$ cat src/hw/brew_pkg.sv
// widths, value types, brew state encoding and default constants for the espresso controller
package brew_pkg;

	// one coin in cents, valid with its strobe
	typedef logic [7:0] coin_t;

	// running credit and the change paid back, holds price plus one maximal coin
	typedef logic [8:0] credit_t;

	// grind selector, code k asks for k+1 cycles
	typedef logic [2:0] sel_t;

	// grind cycles still to run, 0 to 8
	typedef logic [3:0] cycles_t;

	// clk cycles within one second, wide enough for 50 MHz
	typedef logic [25:0] ticks_t;

	// seconds elapsed inside a wait window
	typedef logic [3:0] secs_t;

	// gray-style codes, neighbouring states differ in one bit where possible
	typedef enum logic [3:0] {
		st_pay      = 4'b0001, // collecting coins
		st_water    = 4'b0011, // tank level check
		st_grounds  = 4'b0010, // spent grounds bin check
		st_select   = 4'b0110, // selection window for grind cycles
		st_heat     = 4'b0111, // wait for brewing temperature
		st_grind    = 4'b0101, // one grind cycle
		st_beans    = 4'b0100, // bean sensor check between cycles
		st_refill   = 4'b1100, // one window for a bean refill
		st_dispense = 4'b1101  // pour the cup
	} brew_state_t;

	localparam credit_t DEF_PRICE         = 9'd50;        // cents per cup
	localparam ticks_t  DEF_TICKS_PER_SEC = 26'd50000000; // 50 MHz clk
	localparam secs_t   DEF_WAIT_SECS     = 4'd10;        // selection and refill windows

endpackage

$ cat src/hw/brew_fsm.sv
// brew sequence FSM with sensor interlocks, wait windows and registered output pulses
`timescale 1ns/1ps

module brew_fsm (
	input  logic clk,
	input  logic rst,
	input  logic paid,
	input  logic water_ok,
	input  logic grounds_full,
	input  logic temp_ok,
	input  logic beans_ok,
	input  logic window_done,
	input  logic last_cycle,
	output logic charge,
	output logic window_start,
	output logic cycles_load,
	output logic cycles_step,
	output logic busy,
	output logic grind,
	output logic coffee
);

	brew_pkg::brew_state_t state;
	brew_pkg::brew_state_t state_next;
	logic                  enter_wait; // moving into a timed window state

	always_comb begin
		state_next = state;
		case (state)
			brew_pkg::st_pay: begin
				if (paid)
					state_next = brew_pkg::st_water; // credit covers the cup
			end
			brew_pkg::st_water: begin
				if (water_ok)
					state_next = brew_pkg::st_grounds;
			end
			brew_pkg::st_grounds: begin
				if (!grounds_full)
					state_next = brew_pkg::st_select; // room for the spent puck
			end
			brew_pkg::st_select: begin
				if (window_done)
					state_next = brew_pkg::st_heat; // selector latched at window end
			end
			brew_pkg::st_heat: begin
				if (temp_ok)
					state_next = brew_pkg::st_grind;
			end
			brew_pkg::st_grind: begin
				if (last_cycle)
					state_next = brew_pkg::st_dispense;
				else
					state_next = brew_pkg::st_beans;
			end
			brew_pkg::st_beans: begin
				if (beans_ok)
					state_next = brew_pkg::st_grind;
				else
					state_next = brew_pkg::st_refill; // hopper empty, give time to refill
			end
			brew_pkg::st_refill: begin
				// judged once at the end of the window
				if (window_done && beans_ok)
					state_next = brew_pkg::st_grind;
				else if (window_done)
					state_next = brew_pkg::st_select; // no refill, pick cycles again
			end
			brew_pkg::st_dispense: state_next = brew_pkg::st_pay;
			default: state_next = brew_pkg::st_pay;
		endcase
	end

	assign enter_wait = (state_next != state) &&
		(state_next == brew_pkg::st_select || state_next == brew_pkg::st_refill);

	always_ff @(posedge clk) begin
		if (rst) begin
			state        <= brew_pkg::st_pay;
			charge       <= 1'b0;
			window_start <= 1'b0;
			cycles_load  <= 1'b0;
			cycles_step  <= 1'b0;
			grind        <= 1'b0;
			coffee       <= 1'b0;
		end else begin
			state        <= state_next;
			charge       <= (state == brew_pkg::st_pay) && paid; // first cycle of st_water
			window_start <= enter_wait;                           // first cycle of the window state
			cycles_load  <= (state == brew_pkg::st_select) && window_done;
			cycles_step  <= (state == brew_pkg::st_grind) && !last_cycle;
			grind        <= state_next == brew_pkg::st_grind;     // one pulse per grind cycle
			coffee       <= state_next == brew_pkg::st_dispense;
		end
	end

	// a cup is in progress from the charge until dispense is over
	assign busy = state != brew_pkg::st_pay;

	assert property (@(posedge clk) disable iff (rst) !(grind && coffee))
		else $error("grind and coffee high together");

endmodule

$ cat src/hw/coffee_maker.sv
// espresso controller top level, credit, window timer, grind counter and brew FSM
`timescale 1ns/1ps

module coffee_maker #(
	parameter brew_pkg::credit_t PRICE         = brew_pkg::DEF_PRICE,
	parameter brew_pkg::ticks_t  TICKS_PER_SEC = brew_pkg::DEF_TICKS_PER_SEC,
	parameter brew_pkg::secs_t   WAIT_SECS     = brew_pkg::DEF_WAIT_SECS
) (
	input  logic              clk,
	input  logic              rst,
	input  logic              coin_strobe,
	input  brew_pkg::coin_t   coin_value,
	input  logic              water_ok,
	input  logic              grounds_full,
	input  logic              temp_ok,
	input  logic              beans_ok,
	input  brew_pkg::sel_t    grind_sel,
	output logic              busy,
	output logic              grind,
	output logic              coffee,
	output logic              change_strobe,
	output brew_pkg::credit_t change
);

	logic paid;         // credit covers the price
	logic charge;       // FSM takes the money
	logic window_start; // selection or refill window begins
	logic window_done;  // window elapsed
	logic cycles_load;  // latch grind_sel+1
	logic cycles_step;  // one grind cycle done
	logic last_cycle;   // final grind cycle pending

	coin_credit #(.PRICE(PRICE)) u_credit (
		.clk(clk), .rst(rst),
		.coin_strobe(coin_strobe), .coin_value(coin_value),
		.busy(busy), .charge(charge), .paid(paid),
		.change_strobe(change_strobe), .change(change)
	);

	wait_timer #(.TICKS_PER_SEC(TICKS_PER_SEC), .WAIT_SECS(WAIT_SECS)) u_timer (
		.clk(clk), .rst(rst),
		.window_start(window_start), .window_done(window_done)
	);

	grind_counter u_cycles (
		.clk(clk), .rst(rst), .grind_sel(grind_sel),
		.cycles_load(cycles_load), .cycles_step(cycles_step), .last_cycle(last_cycle)
	);

	brew_fsm u_fsm (
		.clk(clk), .rst(rst), .paid(paid),
		.water_ok(water_ok), .grounds_full(grounds_full),
		.temp_ok(temp_ok), .beans_ok(beans_ok),
		.window_done(window_done), .last_cycle(last_cycle),
		.charge(charge), .window_start(window_start),
		.cycles_load(cycles_load), .cycles_step(cycles_step),
		.busy(busy), .grind(grind), .coffee(coffee)
	);

endmodule

$ cat src/hw/coin_credit.sv
// coin accumulator with price compare and change return on charge
`timescale 1ns/1ps

module coin_credit #(
	parameter brew_pkg::credit_t PRICE
) (
	input  logic              clk,
	input  logic              rst,
	input  logic              coin_strobe,
	input  brew_pkg::coin_t   coin_value,
	input  logic              busy,
	input  logic              charge,
	output logic              paid,
	output logic              change_strobe,
	output brew_pkg::credit_t change
);

	brew_pkg::credit_t credit; // running total of accepted coins
	logic              coin_take;

	// coins count only between cups and until the price is covered,
	// so the credit never grows past price plus one coin
	assign coin_take = coin_strobe && !busy && !paid;

	assign paid = credit >= PRICE; // level, stays up until the charge clears it

	always_ff @(posedge clk) begin
		if (rst) begin
			credit        <= '0;
			change_strobe <= 1'b0;
		end else begin
			change_strobe <= 1'b0; // single cycle pulse
			if (charge) begin
				credit        <= '0; // cup paid, start over
				change_strobe <= credit != PRICE; // nothing to return on exact pay
			end else if (coin_take) begin
				credit <= credit + {1'b0, coin_value}; // zero extend to credit width
			end
		end
	end

	// change value, qualified by change_strobe
	always_ff @(posedge clk) begin
		if (charge) begin
			change <= credit - PRICE;
		end
	end

	// the brew FSM may only charge a cup that the credit covers
	assert property (@(posedge clk) disable iff (rst) charge |-> paid)
		else $error("charge pulse without enough credit");

endmodule

$ cat src/hw/grind_counter.sv
// remaining grind cycles, loaded from the selector and stepped down per cycle
`timescale 1ns/1ps

module grind_counter (
	input  logic           clk,
	input  logic           rst,
	input  brew_pkg::sel_t grind_sel,
	input  logic           cycles_load,
	input  logic           cycles_step,
	output logic           last_cycle
);

	brew_pkg::cycles_t count; // cycles still to grind, 0 to 8

	always_ff @(posedge clk) begin
		if (rst) begin
			count <= '0;
		end else if (cycles_load) begin
			// selector code k means k+1 cycles, sampled with the load pulse
			count <= {1'b0, grind_sel} + 4'd1;
		end else if (cycles_step) begin
			count <= count - 4'd1;
		end
	end

	// the cycle now grinding is the final one
	assign last_cycle = count == 4'd1;

	// the FSM steps only after a cycle that was not the last one,
	// so a step never meets an empty or final count
	assert property (@(posedge clk) disable iff (rst) cycles_step |-> count > 4'd1)
		else $error("grind step with count %0d", count);

endmodule

$ cat src/hw/wait_timer.sv
// seconds prescaler and window counter for the selection and refill waits
`timescale 1ns/1ps

module wait_timer #(
	parameter brew_pkg::ticks_t TICKS_PER_SEC,
	parameter brew_pkg::secs_t  WAIT_SECS
) (
	input  logic clk,
	input  logic rst,
	input  logic window_start,
	output logic window_done
);

	localparam brew_pkg::ticks_t TICK_LAST = TICKS_PER_SEC - brew_pkg::ticks_t'(1);
	localparam brew_pkg::secs_t  SEC_LAST  = WAIT_SECS - brew_pkg::secs_t'(1);

	logic             active; // a window is running
	brew_pkg::ticks_t ticks;  // clk cycles into the current second
	brew_pkg::secs_t  secs;   // whole seconds into the window
	logic             sec_end;

	assign sec_end = ticks == TICK_LAST;

	// last cycle of the last second, lands WAIT_SECS*TICKS_PER_SEC cycles after start
	assign window_done = active && sec_end && (secs == SEC_LAST);

	always_ff @(posedge clk) begin
		if (rst) begin
			active <= 1'b0;
			ticks  <= '0;
			secs   <= '0;
		end else if (window_start) begin
			active <= 1'b1; // a new start always restarts the count
			ticks  <= '0;
			secs   <= '0;
		end else if (active) begin
			if (window_done) begin
				active <= 1'b0; // back to idle until the next start
				ticks  <= '0;
				secs   <= '0;
			end else if (sec_end) begin
				ticks <= '0;
				secs  <= secs + 1'b1; // one more second gone
			end else begin
				ticks <= ticks + 1'b1;
			end
		end
	end

	assert property (@(posedge clk) disable iff (rst) window_done |=> !window_done)
		else $error("window_done held for more than one cycle");

endmodule

$ cat config.mk
export PLATFORM = sky130hd
export DESIGN_NAME = coffee_maker
export DESIGN_NICKNAME = d
export VERILOG_FILES = /design/src/hw/brew_pkg.sv /design/src/hw/brew_fsm.sv /design/src/hw/coffee_maker.sv /design/src/hw/coin_credit.sv /design/src/hw/grind_counter.sv /design/src/hw/wait_timer.sv
export SDC_FILE = /design/constraint.sdc
export NUM_CORES = 1
export LEC_CHECK = 0
export ABC_AREA = 1
export BUFFER_PORTS_ARGS = -buffer_cell sky130_fd_sc_hd__buf_4
export CAP_MARGIN = 20
export CORE_MARGIN = 4
export CORE_UTILIZATION = 59
export CTS_CLUSTER_DIAMETER = 50
export DETAILED_ROUTE_END_ITERATION = 8
export GPL_TIMING_DRIVEN = 0
export PLACE_DENSITY = 0.84
export SLEW_MARGIN = 20
export SYNTH_ARGS = -nofsm -noshare
export SYNTH_HDL_FRONTEND = slang
export SYNTH_SLANG_ARGS = --single-unit
export TNS_END_PERCENT = 30
$ cat constraint.sdc
create_clock -name clk -period 2 [get_ports clk]
set_input_delay 0.2 -clock clk [delete_from_list [all_inputs] [get_ports clk]]
set_output_delay 0.2 -clock clk [all_outputs]
set_load 0.02 [all_outputs]
======== After elaboration in Yosys (flattened, before gate mapping) ========
Cells that the tools add are included.
W data, S select, Z words.
word-level totals
  register bits after elaboration ......... 64
  input bits .............................. 18
  output and inout port bits .............. 13
operators by class
  add/sub/neg operators ................... 6
  magnitude comparators ................... 1
  equal/unequal tests ..................... 18
  mux-type cells .......................... 19
  bitwise operators ....................... 1
  reductions and logical operators ........ 19
operators by type and width
  operator                 count
  $mux W26                 2
  $mux W4                  13
  $pmux W4 S8              1
  $add A26 B1 Y26 const B  1
  $eq A26 B26 Y1 const B   1
  $eq A4 B3 Y1 const B     6
  $eq A4 B4 Y1 const B     4
  $add A9 B8 Y9            1
  $ge A9 B6 Y1 const B     1
  $logic_and A1 B1 Y1      9
  $ne A9 B6 Y1 const B     1
  $sub A9 B6 Y9 const B    1
  $eq A4 B1 Y1 const B     2
  $eq A4 B2 Y1 const B     2
  $reduce_or A2 Y1         3
  $add A3 B1 Y4 const B    1
  $add A4 B1 Y4 const B    1
  $ne A4 B1 Y1 const B     1
  $ne A4 B4 Y1             1
  $reduce_bool A2 Y1       2
  $sub A4 B1 Y4 const B    1
  $logic_not A1 Y1         3
  $mux W1                  3
  $reduce_and A2 Y1        1
  2 further kinds          2

======== Logic depth before layout (Yosys ltp) ========
  word-level depth ........................ 9
  depth in mapped cells ................... 13

======== Cells and area by module ========
From an unflattened synthesis, not the netlist that was laid out.
unflattened totals
  cell total of the unflattened synthesis .. 603
  area, all modules ....................... 4068.9 sq um
modules (own cells, without submodules)
  module         instances  cells each  area an instance (sq um)  sequential area each (sq um)
  wait_timer     1          285         1905.6                    620.6
  coin_credit    1          178         1291.2                    470.5
  brew_fsm       1          92          565.5                     200.2
  grind_counter  1          48          306.5                     80.1

======== Worst setup path before layout ========
OpenSTA, ideal clock, no wires.
  kind .................................... register to register
  from .................................... register u_credit.credit[0]
  to ...................................... register u_credit.credit[6]
  setup time .............................. 70 ps
  arrival time ............................ 1696 ps
  data required time ...................... 1930 ps
  setup slack ............................. 235 ps
  stages on the path, launching flop included .. 10
  path buffers ............................ 0
  clock period less this slack ............ 1765 ps
  path through ............................ dfxtp_1 ha_1 inv_1 fa_1 o21ai_0 a21oi_1 nor2_1 nor2_1 xor2_1 a21oi_1
on the way
  word-level cells in the longest chain between the ends .. 3
  elaborated cells on any way between the ends .. 4
  those cells by class .................... add/sub: 1; order compare: 1; reduce/logical: 2
ends and longest elaborated chain
  what                      RTL line           source
  start: declaration        coin_credit.sv:18  brew_pkg::credit_t credit;
  start signal: assignment  coin_credit.sv:37  credit <= credit + {1'b0, coin_value};
  $ge A9 B6 Y1              coin_credit.sv:25  assign paid = credit >= PRICE;
  $logic_not A1 Y1          coin_credit.sv:23  assign coin_take = coin_strobe && !busy && !paid;
  $logic_and A1 B1 Y1       coin_credit.sv:23
Parallel ways exist; a longest one is shown, timed or not.
A chain may end at the register's enable or synchronous reset.

======== Worst setup path in the final report ========
  from .................................... register u_credit.credit[1]
  to ...................................... register u_credit.credit[4]
Same word-level chain as after synthesis.

==> impl_results.md <==
- Worst VDD drop: just under 0.8 mV
- Largest net degree at the start of global routing: 12
- Final Util: 0.714
- Worst Setup End Kind: flop
- Clock root buffer: clkbuf_8
- Initial core utilization: 0.618
- CP Launch Point: u_credit.credit[1]
- Synth area leaders: dfxtp_1 32%, edfxtp_1 7.8%, nand2_1 7.6%
- Endpoints failing setup: 0
- Crit path max fanout: 10
- Total power draw: approximately 4.1 mW
- Die extent in y: 84.4 um
- Total number of vias: approximately 3000
- CP Launch Type: flop
- Rel. slew slack: 0.699
- Most used DFF post-synth: dfxtp_1
- Layout area overhead: 15.6%
- Iter 0 DRT Violations: 125
- Fillers: approximately 450
- Setup TNS: 0 ns
- Worst hold path class: in2reg
- P_leak: about 1.7 nW
- HPWL after DPL: 5.32 mm
- Worst Hold Path Cells: 3
- DRT Wirelength: 7.01 mm
- RSZ-0062 raised after global routing: no
- Post-layout min period: about 1.9 ns
- Async S/R FF share, synth: 0
- Worst Tran Pin Value: between 0.4 and 0.5 ns
- PD cells: 1030 nW/um^2
- FF/Latch Area: ~1400 sq um
- Post-synth EDFFs: 9
- Post-synth design cell area: 3440 sq um
- Proportion of layout cells with a drive suffix above 1: 0.178
- Setup WS post-layout: approximately 0.14 ns
- Clock transition at the registers of the reported paths: about 0.070 ns
- Die W: 84.4 um
- Nets: 523
- Placed cells: between 500 and 600
- CTS H-tree lvls: 3
- Final Skew: 0.00770 ns
- Vias in the first global route: 2929
- N_diodes: 0
- Post-Place Setup Slack: just under 0.04 ns
- Max-cap violations: 0
- Net count after synthesis: roughly 480
- DP Area: 3760 sq um
- Site row count: 27
- Final GP Congestion: roughly 0.86
- GRT Util Overall: 0.209
- First-pass GRT wire length: 12.2 mm
- Hold_sp: rst
- DRC viols: 0
- Via/cell ratio: ~5.3
- Cts bufs inserted: 9
- Yosys reg bits: 64
- Netlist cell types: 44
- Sinks on Clock Net: 64
- Input/output buffers: 30
- Clk Latency, worst-skew pair: approximately 0.34 ns
- Wire per inst: 12.4 um
- ANT nets after route: 0
- Initial antenna violation count: 0
- Overflow after GRT: 0
- F_max: approximately 540 MHz
- Synthesized area per cell: ~7.7 sq um
- I/O pin count: 31
- Mapped Cells: about 450
- Area occupied by multi-input gates: 1790 sq um
- WS Path Type: reg2reg
- Top-count cell post-synth: nand2_1
- Clock Path Buffers: 2
- 1st-pass router iterations: 4
- Worst r2r path cells: 11
- Total core area: roughly 5600 sq um
- Worst Hold Margin: about 0.13 ns
- Result of the run: completed
- Worst Path Arrival: around 2.1 ns
- Number of warnings issued by yosys: 0
- Final Max Tran Viols: 0
- CP required: approximately 2.3 ns
- Most frequent cells after synthesis: 70 x nand2_1, 59 x inv_1, 58 x nor2_1
- Die area: ~7100 sq um
- Share of the synthesized area in the top cell type: 0.320
- Hold Fails Final Rpt: 0
- Layout Cells excl Fill: 566
- Sequential fraction of the synthesis area: 0.398
- Ratio of final minimum period to clock period: 0.932
- Yosys top cell by area: dfxtp_1
- Worst flop-to-flop path startpoint: u_credit.credit[1]
- Finished Cell Area: 3980 sq um
- CTS tree: yes
routing by layer:
layer | track usage | up-vias | wire, um
li1 | - | 1554 | -
met1 | 0.234 | 1391 | 3100
met2 | 0.383 | 52 | 3550
met3 | 0.0491 | 8 | 267
met4 | 0.0791 | 0 | 84
met5 | 0 | - | 0
logic make-up (layout without fill, tap and decap cells):
family / count (synthesis) / in the layout / synth area share
AOI/OAI and AO/OA: 76 / 76 / 0.124
xor gates and xnor gates: 20 / 20 / 0.0509
adders and majority gates: 16 / 16 / 0.0603
buffers and inverters: 72 / 118 / 0.0843
DFF: 64 / 64 / 0.398
and+or+nand+nor: 200 / 200 / 0.283
state kept, by name, indices dropped and copies added (netlist names):
| register | count |
|---|---|
| u_credit.change | 9 |
| u_credit.change_strobe | 1 |
| u_credit.credit | 9 |
| u_cycles.count | 4 |
| u_fsm.charge | 1 |
| u_fsm.coffee | 1 |
| u_fsm.cycles_load | 1 |
| u_fsm.cycles_step | 1 |
| u_fsm.grind | 1 |
| u_fsm.state | 4 |
| u_fsm.window_start | 1 |
| u_timer.active | 1 |
| u_timer.secs | 4 |
| u_timer.ticks | 26 |
power by group:
| part | internal (mW) | total [mW] | switching, mW | leakage [nW] |
|---|---|---|---|---|
| sequential | 1.51 | 1.65 | 0.141 | 0.525 |
| clock | 0.711 | 1.19 | 0.481 | 0.113 |
| combinational | 0.495 | 1.26 | 0.762 | 1.01 |
| total | 2.72 | 4.10 | 1.38 | 1.65 |
repair_timing:
item,in CTS,in global routing
buffers inserted,0,0
setup endpoints to repair,0,2
resized for setup,0,2
hold buffers,0,0
worst max-delay path, cell delays in order (launching register included):
cell	delay (ns)
dfxtp_1	0.32
inv_1	0.19
ha_1	0.23
nand2_1	0.12
nand2_1	0.11
nand2_1	0.05
nor2_1	0.09
nand2_1	0.11
nor2_2	0.14
buf_4	0.18
o21ai_0	0.10
a21oi_1	0.16
path summary, 6_finish.rpt:
| check | slack [ns] | to |
|---|---|---|
| max | 0.14 | u_credit.credit[4] |
| min | 0.13 | u_fsm.state[0] |
| max reg2reg | 0.14 | u_credit.credit[4] |
| min reg2reg | 0.47 | u_timer.active |
cell type report:
cell class | count | area share
Tap cell | 72 | 0.0226
Inverter | 67 | 0.0632
Sequential cell | 64 | 0.345
Clock buffer | 14 | 0.0459
Clock inverter | 2 | 0.00880
Multi-Input combinational cell | 312 | 0.449
Buffer | 5 | 0.00975
Timing Repair Buffer | 30 | 0.0566
cell usage in the layout (no fill, tap or decap), types with 4 or more instances in the layout:
master,count
inv_1,59
dfxtp_1,55
nand2_2,9
nor2_4,4
inv_2,7
nand3_1,20
nor3_1,12
o21ai_0,21
nor2_2,8
ha_1,15
nand4_1,6
buf_4,31
a21oi_1,35
a211oi_1,5
clkbuf_8,13
nand2_1,70
xor2_1,17
edfxtp_1,9
nor2_1,58
Note: power is estimated with default switching activity, not from simulation.
